<file path="config.mk">
export PLATFORM = sky130hd
export DESIGN_NAME = sm_core
export DESIGN_NICKNAME = d
export VERILOG_FILES = /design/src/common/sm_isa_pkg.sv /design/src/common/sm_core_pkg.sv /design/src/sm_core.sv /design/src/sm_port_unit.sv /design/src/execute/sm_execute.sv /design/src/sequencer/sm_sequencer.sv /design/src/sm_ram.sv
export SDC_FILE = /design/constraint.sdc
export NUM_CORES = 1
export LEC_CHECK = 0
export ABC_AREA = 0
export BUFFER_PORTS_ARGS = -buffer_cell sky130_fd_sc_hd__buf_2
export CAP_MARGIN = 10
export CORE_ASPECT_RATIO = 1.5
export CORE_MARGIN = 2
export CORE_UTILIZATION = 24
export DETAILED_ROUTE_END_ITERATION = 8
export PLACE_DENSITY_LB_ADDON = 0.12
export SYNTH_ARGS = -nofsm -noshare
export SYNTH_HDL_FRONTEND = slang
export SYNTH_HIERARCHICAL = 1
export SYNTH_SLANG_ARGS = --single-unit
</file>
<file path="constraint.sdc">
create_clock -name clk -period 10.95 [get_ports clk]
set_input_delay 0.5475 -clock clk [delete_from_list [all_inputs] [get_ports clk]]
set_output_delay 0.5475 -clock clk [all_outputs]
set_load 0.02 [all_outputs]
</file>
<file path="src/common/sm_isa_pkg.sv">
package sm_isa_pkg;

  // Sequencer stages, one per enabled edge
  typedef enum logic [2:0] {
    LOAD_PC,
    PERF_1,
    LOAD_2,
    PERF_3,
    IDX_FETCH,
    IDX_PERF,
    SKIP
  } stage_t;

  //////////////////////////////////////////////////
  // Single opcodes

  localparam logic [7:0] OP_SBM   = 8'h02;
  localparam logic [7:0] OP_ATPL  = 8'h03;
  localparam logic [7:0] OP_ADD   = 8'h08;
  localparam logic [7:0] OP_ADD11 = 8'h09;
  localparam logic [7:0] OP_COMA  = 8'h0A;
  localparam logic [7:0] OP_EXBLA = 8'h0B;
  localparam logic [7:0] OP_TC    = 8'h52;
  localparam logic [7:0] OP_TAM   = 8'h53;
  localparam logic [7:0] OP_ATL   = 8'h59;
  localparam logic [7:0] OP_TAO   = 8'h5A;
  localparam logic [7:0] OP_TABL  = 8'h5B;
  localparam logic [7:0] OP_LBL   = 8'h5F;
  localparam logic [7:0] OP_WR    = 8'h62;
  localparam logic [7:0] OP_WS    = 8'h63;
  localparam logic [7:0] OP_INCB  = 8'h64;
  localparam logic [7:0] OP_RC    = 8'h66;
  localparam logic [7:0] OP_SC    = 8'h67;
  localparam logic [7:0] OP_KTA   = 8'h6A;
  localparam logic [7:0] OP_ROT   = 8'h6B;
  localparam logic [7:0] OP_DECB  = 8'h6C;
  localparam logic [7:0] OP_RTN0  = 8'h6E;
  localparam logic [7:0] OP_RTN1  = 8'h6F;

  //////////////////////////////////////////////////
  // Opcode groups, compared against the upper bits

  // Bits 7..2, low two bits are a bit index or Bm mask
  localparam logic [5:0] PFX_RM   = 6'b0000_01;
  localparam logic [5:0] PFX_SM   = 6'b0000_11;
  localparam logic [5:0] PFX_EXC  = 6'b0001_00;
  localparam logic [5:0] PFX_EXCI = 6'b0001_01;
  localparam logic [5:0] PFX_LDA  = 6'b0001_10;
  localparam logic [5:0] PFX_EXCD = 6'b0001_11;
  localparam logic [5:0] PFX_TMI  = 6'b0101_01;
  // Bits 7..4, low nibble is an immediate
  localparam logic [3:0] PFX_LAX  = 4'h2;
  localparam logic [3:0] PFX_ADX  = 4'h3;
  localparam logic [3:0] PFX_LB   = 4'h4;
  localparam logic [3:0] PFX_TL   = 4'h7;
  // Bits 7..6, low six bits are a Pl target
  localparam logic [1:0] PFX_T    = 2'b10;
  localparam logic [1:0] PFX_TM   = 2'b11;

  // TL covers 0x70-0x7A, TML 0x7C-0x7F
  localparam logic [3:0] TL_LAST_PM   = 4'hA;
  localparam logic [3:0] TML_FIRST_PM = 4'hC;
  // ADX never skips with this immediate
  localparam logic [3:0] ADX_QUIRK    = 4'hA;

endpackage

</file>
<file path="src/common/sm_core_pkg.sv">
package sm_core_pkg;

  //////////////////////////////////////////////////
  // Data and address widths

  // One data word of the core (Acc, RAM, Bl, K, L)
  typedef logic [3:0] nibble_t;

  // One byte fetched from the program ROM
  typedef logic [7:0] opcode_t;

  // Program address as {Pu[1:0], Pm[3:0], Pl[5:0]}
  typedef logic [11:0] pc_t;

  // Offset within a page, stepped by the feedback counter
  typedef logic [5:0] pl_t;

  // RAM file select
  typedef logic [2:0] bm_t;

  // RAM address as {Bm[2:0], Bl[3:0]}
  typedef logic [6:0] ram_addr_t;

  //////////////////////////////////////////////////
  // Fixed values

  // Page 3_7, offset 0
  localparam pc_t RESET_PC = 12'hDC0;

  // Pm of the second jump taken by TM
  localparam logic [3:0] IDX_PAGE = 4'h4;

  localparam int W_WIDTH = 8;
  localparam int RAM_DEPTH = 128;

endpackage
</file>
<file path="src/sm_core.sv">
`timescale 1ns/1ns

module sm_core (
  input  logic                              clk,
  input  logic                              reset,
  input  logic                              clk_en,
  input  sm_core_pkg::opcode_t              rom_data,
  output sm_core_pkg::pc_t                  rom_addr,
  input  sm_core_pkg::nibble_t              input_k,
  output logic [sm_core_pkg::W_WIDTH-1:0]   output_shifter_s,
  output sm_core_pkg::nibble_t              segment_l
);

  //////////////////////////////////////////////////
  // Internal nets

  sm_isa_pkg::stage_t    stage;
  sm_core_pkg::nibble_t  acc;
  logic                  skip_alu;
  logic                  skip_alu_valid;
  logic                  set_lax_skip;

  sm_core_pkg::ram_addr_t ram_addr;
  logic                   ram_wr;
  sm_core_pkg::nibble_t   ram_wr_data;
  sm_core_pkg::nibble_t   ram_q;

  //////////////////////////////////////////////////
  // Fetch side

  // PC goes straight out as the ROM address
  sm_sequencer u_sequencer (
    .clk            (clk),
    .reset          (reset),
    .clk_en         (clk_en),
    .opcode         (rom_data),
    .acc            (acc),
    .skip_alu       (skip_alu),
    .skip_alu_valid (skip_alu_valid),
    .set_lax_skip   (set_lax_skip),
    .stage          (stage),
    .pc             (rom_addr)
  );

  //////////////////////////////////////////////////
  // Processing

  sm_execute u_execute (
    .clk            (clk),
    .reset          (reset),
    .clk_en         (clk_en),
    .stage          (stage),
    .opcode         (rom_data),
    .ram_q          (ram_q),
    .input_k        (input_k),
    .acc            (acc),
    .ram_addr       (ram_addr),
    .ram_wr         (ram_wr),
    .ram_wr_data    (ram_wr_data),
    .skip_alu       (skip_alu),
    .skip_alu_valid (skip_alu_valid),
    .set_lax_skip   (set_lax_skip)
  );

  sm_ram u_ram (
    .clk  (clk),
    .addr (ram_addr),
    .wren (ram_wr),
    .data (ram_wr_data),
    .q    (ram_q)
  );

  //////////////////////////////////////////////////
  // Output side

  sm_port_unit u_port_unit (
    .clk              (clk),
    .reset            (reset),
    .clk_en           (clk_en),
    .stage            (stage),
    .opcode           (rom_data),
    .acc              (acc),
    .output_shifter_s (output_shifter_s),
    .segment_l        (segment_l)
  );

endmodule

</file>
<file path="src/sm_port_unit.sv">
`timescale 1ns/1ns

module sm_port_unit (
  input  logic                              clk,
  input  logic                              reset,
  input  logic                              clk_en,
  input  sm_isa_pkg::stage_t                stage,
  input  sm_core_pkg::opcode_t              opcode,
  input  sm_core_pkg::nibble_t              acc,
  output logic [sm_core_pkg::W_WIDTH-1:0]   output_shifter_s,
  output sm_core_pkg::nibble_t              segment_l
);

  logic perf;

  // Port opcodes all act in the first execute stage
  assign perf = clk_en && (stage == sm_isa_pkg::PERF_1);

  always_ff @(posedge clk) begin
    if (reset) begin
      output_shifter_s <= '0;
      segment_l <= '0;
    end else if (perf) begin
      case (opcode)
        // W shifts toward the top, new bit enters at bit 0
        sm_isa_pkg::OP_WR: output_shifter_s <= {output_shifter_s[sm_core_pkg::W_WIDTH-2:0], 1'b0};
        sm_isa_pkg::OP_WS: output_shifter_s <= {output_shifter_s[sm_core_pkg::W_WIDTH-2:0], 1'b1};
        // L latch follows Acc
        sm_isa_pkg::OP_ATL: segment_l <= acc;
        default: begin
        end
      endcase
    end
  end

endmodule

</file>
<file path="src/execute/sm_execute.sv">
`timescale 1ns/1ns

module sm_execute (
  input  logic                   clk,
  input  logic                   reset,
  input  logic                   clk_en,
  input  sm_isa_pkg::stage_t     stage,
  input  sm_core_pkg::opcode_t   opcode,
  input  sm_core_pkg::nibble_t   ram_q,
  input  sm_core_pkg::nibble_t   input_k,
  output sm_core_pkg::nibble_t   acc,
  output sm_core_pkg::ram_addr_t ram_addr,
  output logic                   ram_wr,
  output sm_core_pkg::nibble_t   ram_wr_data,
  output logic                   skip_alu,
  output logic                   skip_alu_valid,
  output logic                   set_lax_skip
);

  logic                 carry;
  sm_core_pkg::bm_t     bm;
  sm_core_pkg::nibble_t bl;

  // B change held back until the RAM write has used the old address
  logic                 b_pending;
  logic [1:0]           pend_bm_lo;
  sm_core_pkg::nibble_t pend_bl;

  // SBM forces Bm[2] high for the next executed instruction
  logic sbm_active;
  logic sbm_used;
  logic lbl_pending;

  logic [4:0]           add11_sum;
  logic [4:0]           adx_sum;
  sm_core_pkg::nibble_t bit_mask;
  logic                 is_xfer;
  logic                 lb_or;

  assign add11_sum = {1'b0, acc} + {1'b0, ram_q} + {4'b0, carry};
  assign adx_sum = {1'b0, acc} + {1'b0, opcode[3:0]};
  assign bit_mask = 4'b0001 << opcode[1:0];
  // EXC, EXCI, LDA and EXCD share bits 7..4
  assign is_xfer = opcode[7:4] == sm_isa_pkg::PFX_EXC[5:2];
  assign lb_or = opcode[3] | opcode[2];

  assign ram_addr = {bm[2] | sbm_active, bm[1:0], bl};
  assign set_lax_skip = (stage == sm_isa_pkg::PERF_1) && (opcode[7:4] == sm_isa_pkg::PFX_LAX);

  //////////////////////////////////////////////////
  // Skip conditions, taken by the sequencer in PERF_1

  always_comb begin
    skip_alu = 1'b0;
    skip_alu_valid = stage == sm_isa_pkg::PERF_1;
    if (opcode == sm_isa_pkg::OP_ADD11) skip_alu = add11_sum[4];
    else if (opcode[7:4] == sm_isa_pkg::PFX_ADX)
      skip_alu = adx_sum[4] && (opcode[3:0] != sm_isa_pkg::ADX_QUIRK);
    else if (opcode == sm_isa_pkg::OP_TC) skip_alu = !carry;
    else if (opcode == sm_isa_pkg::OP_TAM) skip_alu = acc == ram_q;
    else if (opcode[7:2] == sm_isa_pkg::PFX_TMI) skip_alu = ram_q[opcode[1:0]];
    else if (opcode == sm_isa_pkg::OP_TAO) skip_alu = acc == 4'h0;
    else if (opcode == sm_isa_pkg::OP_TABL) skip_alu = acc == bl;
    // Bl wraps on the step
    else if (opcode == sm_isa_pkg::OP_INCB || opcode[7:2] == sm_isa_pkg::PFX_EXCI)
      skip_alu = bl == 4'hF;
    else if (opcode == sm_isa_pkg::OP_DECB || opcode[7:2] == sm_isa_pkg::PFX_EXCD)
      skip_alu = bl == 4'h0;
    else skip_alu_valid = 1'b0;
  end

  //////////////////////////////////////////////////
  // Acc, carry, B and RAM write path

  always_ff @(posedge clk) begin
    if (reset) begin
      acc <= '0;
      carry <= 1'b0;
      bm <= '0;
      bl <= '0;
      b_pending <= 1'b0;
      sbm_active <= 1'b0;
      sbm_used <= 1'b0;
      lbl_pending <= 1'b0;
      ram_wr <= 1'b0;
    end else if (clk_en) begin
      ram_wr <= 1'b0;
      case (stage)
        sm_isa_pkg::LOAD_PC: begin
          if (b_pending) begin
            {bm[1:0], bl} <= {pend_bm_lo, pend_bl};
          end
          b_pending <= 1'b0;
          // Override has served one instruction
          if (sbm_used) begin
            sbm_active <= 1'b0;
            sbm_used <= 1'b0;
          end
        end
        sm_isa_pkg::PERF_1: begin
          sbm_used <= sbm_active;
          lbl_pending <= opcode == sm_isa_pkg::OP_LBL;
          if (opcode == sm_isa_pkg::OP_SBM) sbm_active <= 1'b1;
          else if (opcode[7:2] == sm_isa_pkg::PFX_RM) begin
            ram_wr_data <= ram_q & ~bit_mask;
            ram_wr <= 1'b1;
          end else if (opcode[7:2] == sm_isa_pkg::PFX_SM) begin
            ram_wr_data <= ram_q | bit_mask;
            ram_wr <= 1'b1;
          end else if (opcode == sm_isa_pkg::OP_ADD) acc <= acc + ram_q;
          else if (opcode == sm_isa_pkg::OP_ADD11) {carry, acc} <= add11_sum;
          else if (opcode == sm_isa_pkg::OP_COMA) acc <= ~acc;
          else if (opcode == sm_isa_pkg::OP_EXBLA) begin
            acc <= bl;
            bl <= acc;
          end else if (is_xfer) begin
            // LDA loads without writing back
            acc <= ram_q;
            ram_wr_data <= acc;
            ram_wr <= opcode[7:2] != sm_isa_pkg::PFX_LDA;
            pend_bm_lo <= bm[1:0] ^ opcode[1:0];
            if (opcode[7:2] == sm_isa_pkg::PFX_EXCI) pend_bl <= bl + 4'h1;
            else if (opcode[7:2] == sm_isa_pkg::PFX_EXCD) pend_bl <= bl - 4'h1;
            else pend_bl <= bl;
            b_pending <= 1'b1;
          end else if (opcode[7:4] == sm_isa_pkg::PFX_LAX) acc <= opcode[3:0];
          else if (opcode[7:4] == sm_isa_pkg::PFX_ADX) acc <= adx_sum[3:0];
          else if (opcode[7:4] == sm_isa_pkg::PFX_LB) begin
            bl <= {lb_or, lb_or, opcode[3:2]};
            bm[1:0] <= opcode[1:0];
          end else if (opcode == sm_isa_pkg::OP_INCB || opcode == sm_isa_pkg::OP_DECB) begin
            pend_bm_lo <= bm[1:0];
            pend_bl <= (opcode == sm_isa_pkg::OP_INCB) ? bl + 4'h1 : bl - 4'h1;
            b_pending <= 1'b1;
          end else if (opcode == sm_isa_pkg::OP_RC) carry <= 1'b0;
          else if (opcode == sm_isa_pkg::OP_SC) carry <= 1'b1;
          else if (opcode == sm_isa_pkg::OP_KTA) acc <= input_k;
          // Rotate right through carry
          else if (opcode == sm_isa_pkg::OP_ROT) {acc, carry} <= {carry, acc};
        end
        sm_isa_pkg::PERF_3: begin
          // LBL second byte, bit 7 unused
          if (lbl_pending) begin
            bm <= opcode[6:4];
            bl <= opcode[3:0];
          end
          lbl_pending <= 1'b0;
        end
        default: begin
        end
      endcase
    end
  end

endmodule

</file>
<file path="src/sequencer/sm_sequencer.sv">
`timescale 1ns/1ns

module sm_sequencer (
  input  logic                 clk,
  input  logic                 reset,
  input  logic                 clk_en,
  input  sm_core_pkg::opcode_t opcode,
  input  sm_core_pkg::nibble_t acc,
  input  logic                 skip_alu,
  input  logic                 skip_alu_valid,
  input  logic                 set_lax_skip,
  output sm_isa_pkg::stage_t   stage,
  output sm_core_pkg::pc_t     pc
);

  // Two-level return stack, S on top
  sm_core_pkg::pc_t     stack_s;
  sm_core_pkg::pc_t     stack_r;
  // First byte of a two-byte instruction
  sm_core_pkg::opcode_t last_opcode;

  logic skip_next;
  // Set by LAX, holds while LAX keeps following
  logic skip_if_lax;

  sm_core_pkg::pl_t pl_inc;
  sm_core_pkg::pc_t pc_inc;

  logic is_lax;
  logic is_two_byte;
  logic is_t;
  logic is_tm;
  logic is_tl;
  logic is_tml;

  // Pl is a shift counter: feedback bit is Pl[0] XNOR Pl[1]
  assign pl_inc = {pc[0] == pc[1], pc[5:1]};
  // Pu and Pm never change on a step
  assign pc_inc = {pc[11:6], pl_inc};

  assign is_lax = opcode[7:4] == sm_isa_pkg::PFX_LAX;
  assign is_two_byte = (opcode == sm_isa_pkg::OP_LBL) || (opcode[7:4] == sm_isa_pkg::PFX_TL);
  assign is_t = opcode[7:6] == sm_isa_pkg::PFX_T;
  assign is_tm = opcode[7:6] == sm_isa_pkg::PFX_TM;
  // TL or TML, decided from the saved first byte
  assign is_tl = (last_opcode[7:4] == sm_isa_pkg::PFX_TL) &&
                 (last_opcode[3:0] <= sm_isa_pkg::TL_LAST_PM);
  assign is_tml = (last_opcode[7:4] == sm_isa_pkg::PFX_TL) &&
                  (last_opcode[3:0] >= sm_isa_pkg::TML_FIRST_PM);

  //////////////////////////////////////////////////
  // Stage machine and program counter

  always_ff @(posedge clk) begin
    if (reset) begin
      stage <= sm_isa_pkg::LOAD_PC;
      pc <= sm_core_pkg::RESET_PC;
      stack_s <= '0;
      stack_r <= '0;
      skip_next <= 1'b0;
      skip_if_lax <= 1'b0;
    end else if (clk_en) begin
      case (stage)
        sm_isa_pkg::LOAD_PC: begin
          // Opcode at PC is visible here, decide whether to run it
          if (skip_next || (skip_if_lax && is_lax)) begin
            stage <= sm_isa_pkg::SKIP;
          end else begin
            stage <= sm_isa_pkg::PERF_1;
          end
          skip_next <= 1'b0;
          skip_if_lax <= skip_if_lax && is_lax;
        end
        sm_isa_pkg::PERF_1: begin
          last_opcode <= opcode;
          if (skip_alu_valid) begin
            skip_next <= skip_alu;
          end
          if (set_lax_skip) begin
            skip_if_lax <= 1'b1;
          end
          if (is_t) begin
            // Jump within the current page
            pc[5:0] <= opcode[5:0];
          end else if (is_tm) begin
            // Call through the table on page 0
            stack_r <= stack_s;
            stack_s <= pc_inc;
            pc <= {6'b0, opcode[5:0]};
          end else if (opcode == sm_isa_pkg::OP_RTN0 || opcode == sm_isa_pkg::OP_RTN1) begin
            pc <= stack_s;
            stack_s <= stack_r;
            skip_next <= opcode == sm_isa_pkg::OP_RTN1;
          end else if (opcode == sm_isa_pkg::OP_ATPL) begin
            // Upper two Pl bits stay those of this instruction
            pc[5:0] <= {pc[5:4], acc};
          end else begin
            pc <= pc_inc;
          end
          if (is_tm) begin
            stage <= sm_isa_pkg::IDX_FETCH;
          end else if (is_two_byte) begin
            stage <= sm_isa_pkg::LOAD_2;
          end else begin
            stage <= sm_isa_pkg::LOAD_PC;
          end
        end
        // Second byte settles on the ROM bus
        sm_isa_pkg::LOAD_2: stage <= sm_isa_pkg::PERF_3;
        sm_isa_pkg::PERF_3: begin
          if (is_tl) begin
            pc <= {opcode[7:6], last_opcode[3:0], opcode[5:0]};
          end else if (is_tml) begin
            // Return lands after the second byte
            stack_r <= stack_s;
            stack_s <= pc_inc;
            pc <= {opcode[7:6], 2'b00, last_opcode[1:0], opcode[5:0]};
          end else begin
            // LBL, and the unused 0x7B
            pc <= pc_inc;
          end
          stage <= sm_isa_pkg::LOAD_PC;
        end
        sm_isa_pkg::IDX_FETCH: stage <= sm_isa_pkg::IDX_PERF;
        sm_isa_pkg::IDX_PERF: begin
          // Table byte selects Pu and Pl on the index page
          pc <= {opcode[7:6], sm_core_pkg::IDX_PAGE, opcode[5:0]};
          stage <= sm_isa_pkg::LOAD_PC;
        end
        sm_isa_pkg::SKIP: begin
          pc <= pc_inc;
          stage <= sm_isa_pkg::LOAD_PC;
        end
        default: stage <= sm_isa_pkg::LOAD_PC;
      endcase
    end
  end

endmodule

</file>
<file path="src/sm_ram.sv">
`timescale 1ns/1ns

module sm_ram (
  input  logic                   clk,
  input  sm_core_pkg::ram_addr_t addr,
  input  logic                   wren,
  input  sm_core_pkg::nibble_t   data,
  output sm_core_pkg::nibble_t   q
);

  // 8 files of 16 nibbles, addressed {Bm, Bl}
  sm_core_pkg::nibble_t mem [sm_core_pkg::RAM_DEPTH];

  // Write lands on the edge that commits the instruction
  always_ff @(posedge clk) begin
    if (wren) begin
      mem[addr] <= data;
    end
  end

  // Read is combinational so PERF_1 sees the word at once
  assign q = mem[addr];

endmodule

</file>
==> results.json <==
{
  "critPathMaxFanout": 50,
  "status": "finished, violations left",
  "timing_worst_slew_pin_value_ns": 1.164,
  "post-synth-top-count-cell": "edfxtp_1",
  "cellLeakagePower_nw": 9.293,
  "postRouteAntennaNets": 0,
  "critical_path.reg2reg.startpoint": "u_execute/bl[1]$_SDFFE_PP0P_",
  "async_reset_ff_share_pct": 0,
  "syn-instance-count": 1970,
  "netlist.top_cell.by_area": "edfxtp_1",
  "die_h_um": 411.8,
  "whs_path_depth": 2,
  "detailroute.via_count": 17796,
  "avgViaCountPerCell": 5.137,
  "sw_frac_of_total_pct": 24.06,
  "synthesis.area_um2": 26600,
  "dieArea_um2": 113600,
  "detailedRoute.firstIterationViolations": 1467,
  "grt_setup_unrepaired": "no",
  "num_io_pins": 39,
  "startpoint_type_of_the_worst_setup_path": "flip-flop",
  "area_growth_syn_to_layout_pct": 14.18,
  "worst-setup-path-type": "flip-flop to flip-flop",
  "netlist_top_cells_area": "edfxtp_1 (60%), dfxtp_1 (5.3%), mux2i_1 (3.7%)",
  "combPwrFrac_pct": 7.3,
  "cts_tree": "yes",
  "slew_viol_final": 0,
  "setup_slack_ns": 4.814,
  "timing.critical_path.slowest_cell_delay_ns": 0.81,
  "hp_class": "primary input to flip-flop",
  "ys_seq_elements": 600,
  "synth_enable_flop_cells": 530,
  "synth_top_cell_area_share_pct": 59.83,
  "finalWorstPathRequiredPeriod_ns": 6.136,
  "syn-num-nets": 2000,
  "power.switching_w": 0.001220,
  "clk_transition_reported_paths_ns": 0.06,
  "synth_commonest_cells": "edfxtp_1 (530), nor2_1 (232), mux2i_1 (99)",
  "critPathCaptureType": "flip-flop",
  "clkSinkCount": 600,
  "layout-drive-gt1-share_pct": 13.94,
  "post-cts-setup-buffers": 0,
  "max_cap_violations": 0,
  "worstPathCellList": "buf_4 > inv_2 > buf_4 > a221oi_1 > o21ai_0 > o211ai_1 > a32oi_1 > or4b_1 > inv_1 > fa_1 > inv_1 > fa_1 > a21o_1 > a21oi_1 > o32a_1 > o21ai_0 > mux2i_1 > nand2_1 > o2111ai_1 > a21oi_1",
  "finalHoldViolCount": 0,
  "clockRootBuffer": "clkbuf_16",
  "p_int_w": 0.003850,
  "synth-compound-area-share_pct": 14.19,
  "yosysSeqAreaShare_pct": 65.09,
  "first_pass_drt_iterations": 9,
  "number_of_buffers_between_clock_root_and_the_deepest_sink": 3,
  "yosys.area_share.xor_xnor_pct": 0.5597,
  "grt_first_pass_wirelength_um": 138800,
  "layout.filler_cells": 11202,
  "finalWirelength_um": 97420,
  "synth_area_per_cell_um2": 13.50,
  "route.detailed.wl_per_inst_um": 28.12,
  "first_global_vias": 18496,
  "grt_start_max_net_pins": 98,
  "critPathSlowestCell": "or4b_1",
  "finish.net_count": 2014,
  "met3WireLength_um": 3977,
  "reg2reg_depth": 20,
  "violated_checks": "design-rule violations",
  "detail_route.wirelength.met1_um": 37160,
  "ys_warns": 6,
  "clockPowerShare_pct": 43.8,
  "crit_required_ns": 11.45,
  "worst_hold_startpoint": "reset",
  "synth_adder_area_share_pct": 0.8184,
  "cts_buffers": 67,
  "crit-reg2reg-capture": "u_sequencer/skip_next$_SDFFE_PP0P_",
  "floorplan.initialDensity_pct": 24.19,
  "route.met2.wl_um": 52100,
  "port_buffers": 38,
  "final.period_utilization_pct": 56.04,
  "largest_family_of_logic_cells_by_synthesized_area": "compound AO/OA/AOI/OAI gates",
  "initial_antenna_violation_count": 1,
  "dieWidth_um": 275.8,
  "fin_setup_tns_ns": 0,
  "max-vdd-ir-drop_mv": 0.1065,
  "gp_congestion": 0.8070,
  "power_dens_cells_nw_per_um2": 166.9,
  "diodes": 0,
  "cts_resized": 0,
  "post_synth_mux_area_share_pct": 6.363,
  "postSynth.topFlopCell": "edfxtp_1",
  "hold_path_end": "u_execute/carry$_SDFFE_PP0P_",
  "dp_worst_setup_slack_ns": 4.858,
  "setup_viol_count_final": 0,
  "max_freq_mhz": 163.0,
  "synth_cell_type_count": 107,
  "grt_usage_pct": 17.01,
  "finalClockSkew_ns": 0.03139,
  "timing.reg2reg.setup_slack_ns": 4.81,
  "insertion_delay_ns": 0.64,
  "route.top_layer_used": "met4",
  "globalRouteOverflowTotal": 0,
  "timing.slew.headroom_pct": 22.04,
  "yosys.area_share.simple_pct": 9.595,
  "route.detailed.drc": 12,
  "hold_slack_ns": 0.2940,
  "place.detailed.hpwl_um": 62290,
  "cp.buffers_inverters": 5,
  "cts.htree.levels": 3,
  "cpLargestDelayFamily": "compound AO/OA/AOI/OAI gates",
  "power_frac_seq_pct": 48.9,
  "fp-row-count": 149,
  "hold_bufs_inserted_after_cts": 0,
  "worst-endpoint-arrival_ns": 6.63,
  "core_region_area_um2": 110000
}
==> cell type report <==
cell class	count	area [um^2]	share of cell area, %
flip-flops and latches	600	17330	57.05
multi-input cells	1196	8432	27.76
clock buffers	83	1821	5.994
well taps	1434	1794	5.907
repair buffers	93	628.1	2.068
clock inverters	32	274.0	0.9021
inverters	26	97.59	0.3213
==> flip-flops by register name (all words and copies together) (netlist names) <==
signal	cells
u_sequencer/stage	3
u_execute/bl	4
u_execute/pend_bl	4
u_sequencer/skip_if_lax	1
u_execute/bm	3
u_execute/ram_wr	1
u_execute/sbm_active	1
u_sequencer/pc	12
u_execute/b_pending	1
u_port_unit/output_shifter_s	8
u_sequencer/skip_next	1
u_execute/acc	4
u_port_unit/segment_l	4
u_sequencer/last_opcode	8
u_execute/carry	1
u_sequencer/stack_s	12
u_execute/sbm_used	1
u_ram/mem	512
u_execute/ram_wr_data	4
u_sequencer/stack_r	12
u_execute/lbl_pending	1
u_execute/pend_bm_lo	2
==> worst max path at each step <==
stage | from | end | slack (ns) | cells past startpoint
finish | u_execute/bl[1]$_SDFFE_PP0P_ | u_sequencer/skip_next$_SDFFE_PP0P_ | 4.81 | 20
global route | u_execute/bl[1]$_SDFFE_PP0P_ | u_sequencer/skip_next$_SDFFE_PP0P_ | 4.52 | 20
CTS | u_execute/bl[1]$_SDFFE_PP0P_ | u_sequencer/skip_next$_SDFFE_PP0P_ | 4.84 | 20
detailed placement | u_execute/bl[1]$_SDFFE_PP0P_ | u_sequencer/skip_next$_SDFFE_PP0P_ | 4.86 | 20
global placement | u_execute/bl[1]$_SDFFE_PP0P_ | u_sequencer/skip_next$_SDFFE_PP0P_ | 4.89 | 20
floorplan | u_execute/bl[0]$_SDFFE_PP0P_ | u_sequencer/skip_next$_SDFFE_PP0P_ | 7.10 | 19
==> per-layer routing <==
layer | global-route usage (%) | up-vias
met2 | 31.50 | 524
met3 | 2.221 | 162
met4 | 7.527 | 0
li1 | - | 7744
met1 | 19.20 | 9366
met5 | 0 | -
==> per-stage QoR <==
step,util (%),instances,area (um^2),total power [W]
after global routing,27.61,3464,30370,0.005235
after CTS,27.61,3464,30370,0.005148
after detailed placement,25.71,3349,28280,0.002898
after floorplan,-,1970,26600,0.002753
after global placement,25.71,3349,28280,0.002896
final,27.61,3464,30370,0.005069
==> placed cells by master (no fill, tap or decap), types with 8 or more instances in the layout <==
cell / instances
a211o_1: 8
a211oi_1: 8
a211oi_2: 14
a21o_1: 10
a21oi_1: 82
a221oi_1: 92
a22o_1: 11
a22oi_1: 63
a31oi_1: 10
a32oi_1: 12
buf_2: 38
buf_4: 53
clkbuf_1: 11
clkbuf_16: 70
clkinv_1: 15
dfxtp_1: 67
edfxtp_1: 530
ha_1: 11
inv_1: 20
mux2_2: 19
mux2i_1: 99
mux4_2: 18
nand2_1: 91
nand2b_1: 33
nand3_1: 18
nand4_1: 8
nor2_1: 231
nor2b_1: 27
nor3_1: 23
o211ai_1: 22
o21ai_0: 64
o221ai_1: 14
o22ai_1: 12
xnor2_1: 12
==> cells by family after synthesis <==
kind of cell | count (synthesis)
fa+ha+maj | 15
compound gates | 504
buf+inv | 174
simple gates | 517
flops | 600
mux | 143
xor+xnor | 17
==> power by group through the flow <==
stage	Combinational, W	Clock, W	Sequential [W]
after floorplan	0.000230	0	0.00252
after global placement	0.000370	0	0.00253
after detailed placement	0.000371	0	0.00253
after CTS	0.000373	0.00230	0.00248
after global routing	0.000392	0.00236	0.00248
final	0.000370	0.00222	0.00248
No activity file was read; power rests on OpenSTA's default activity.
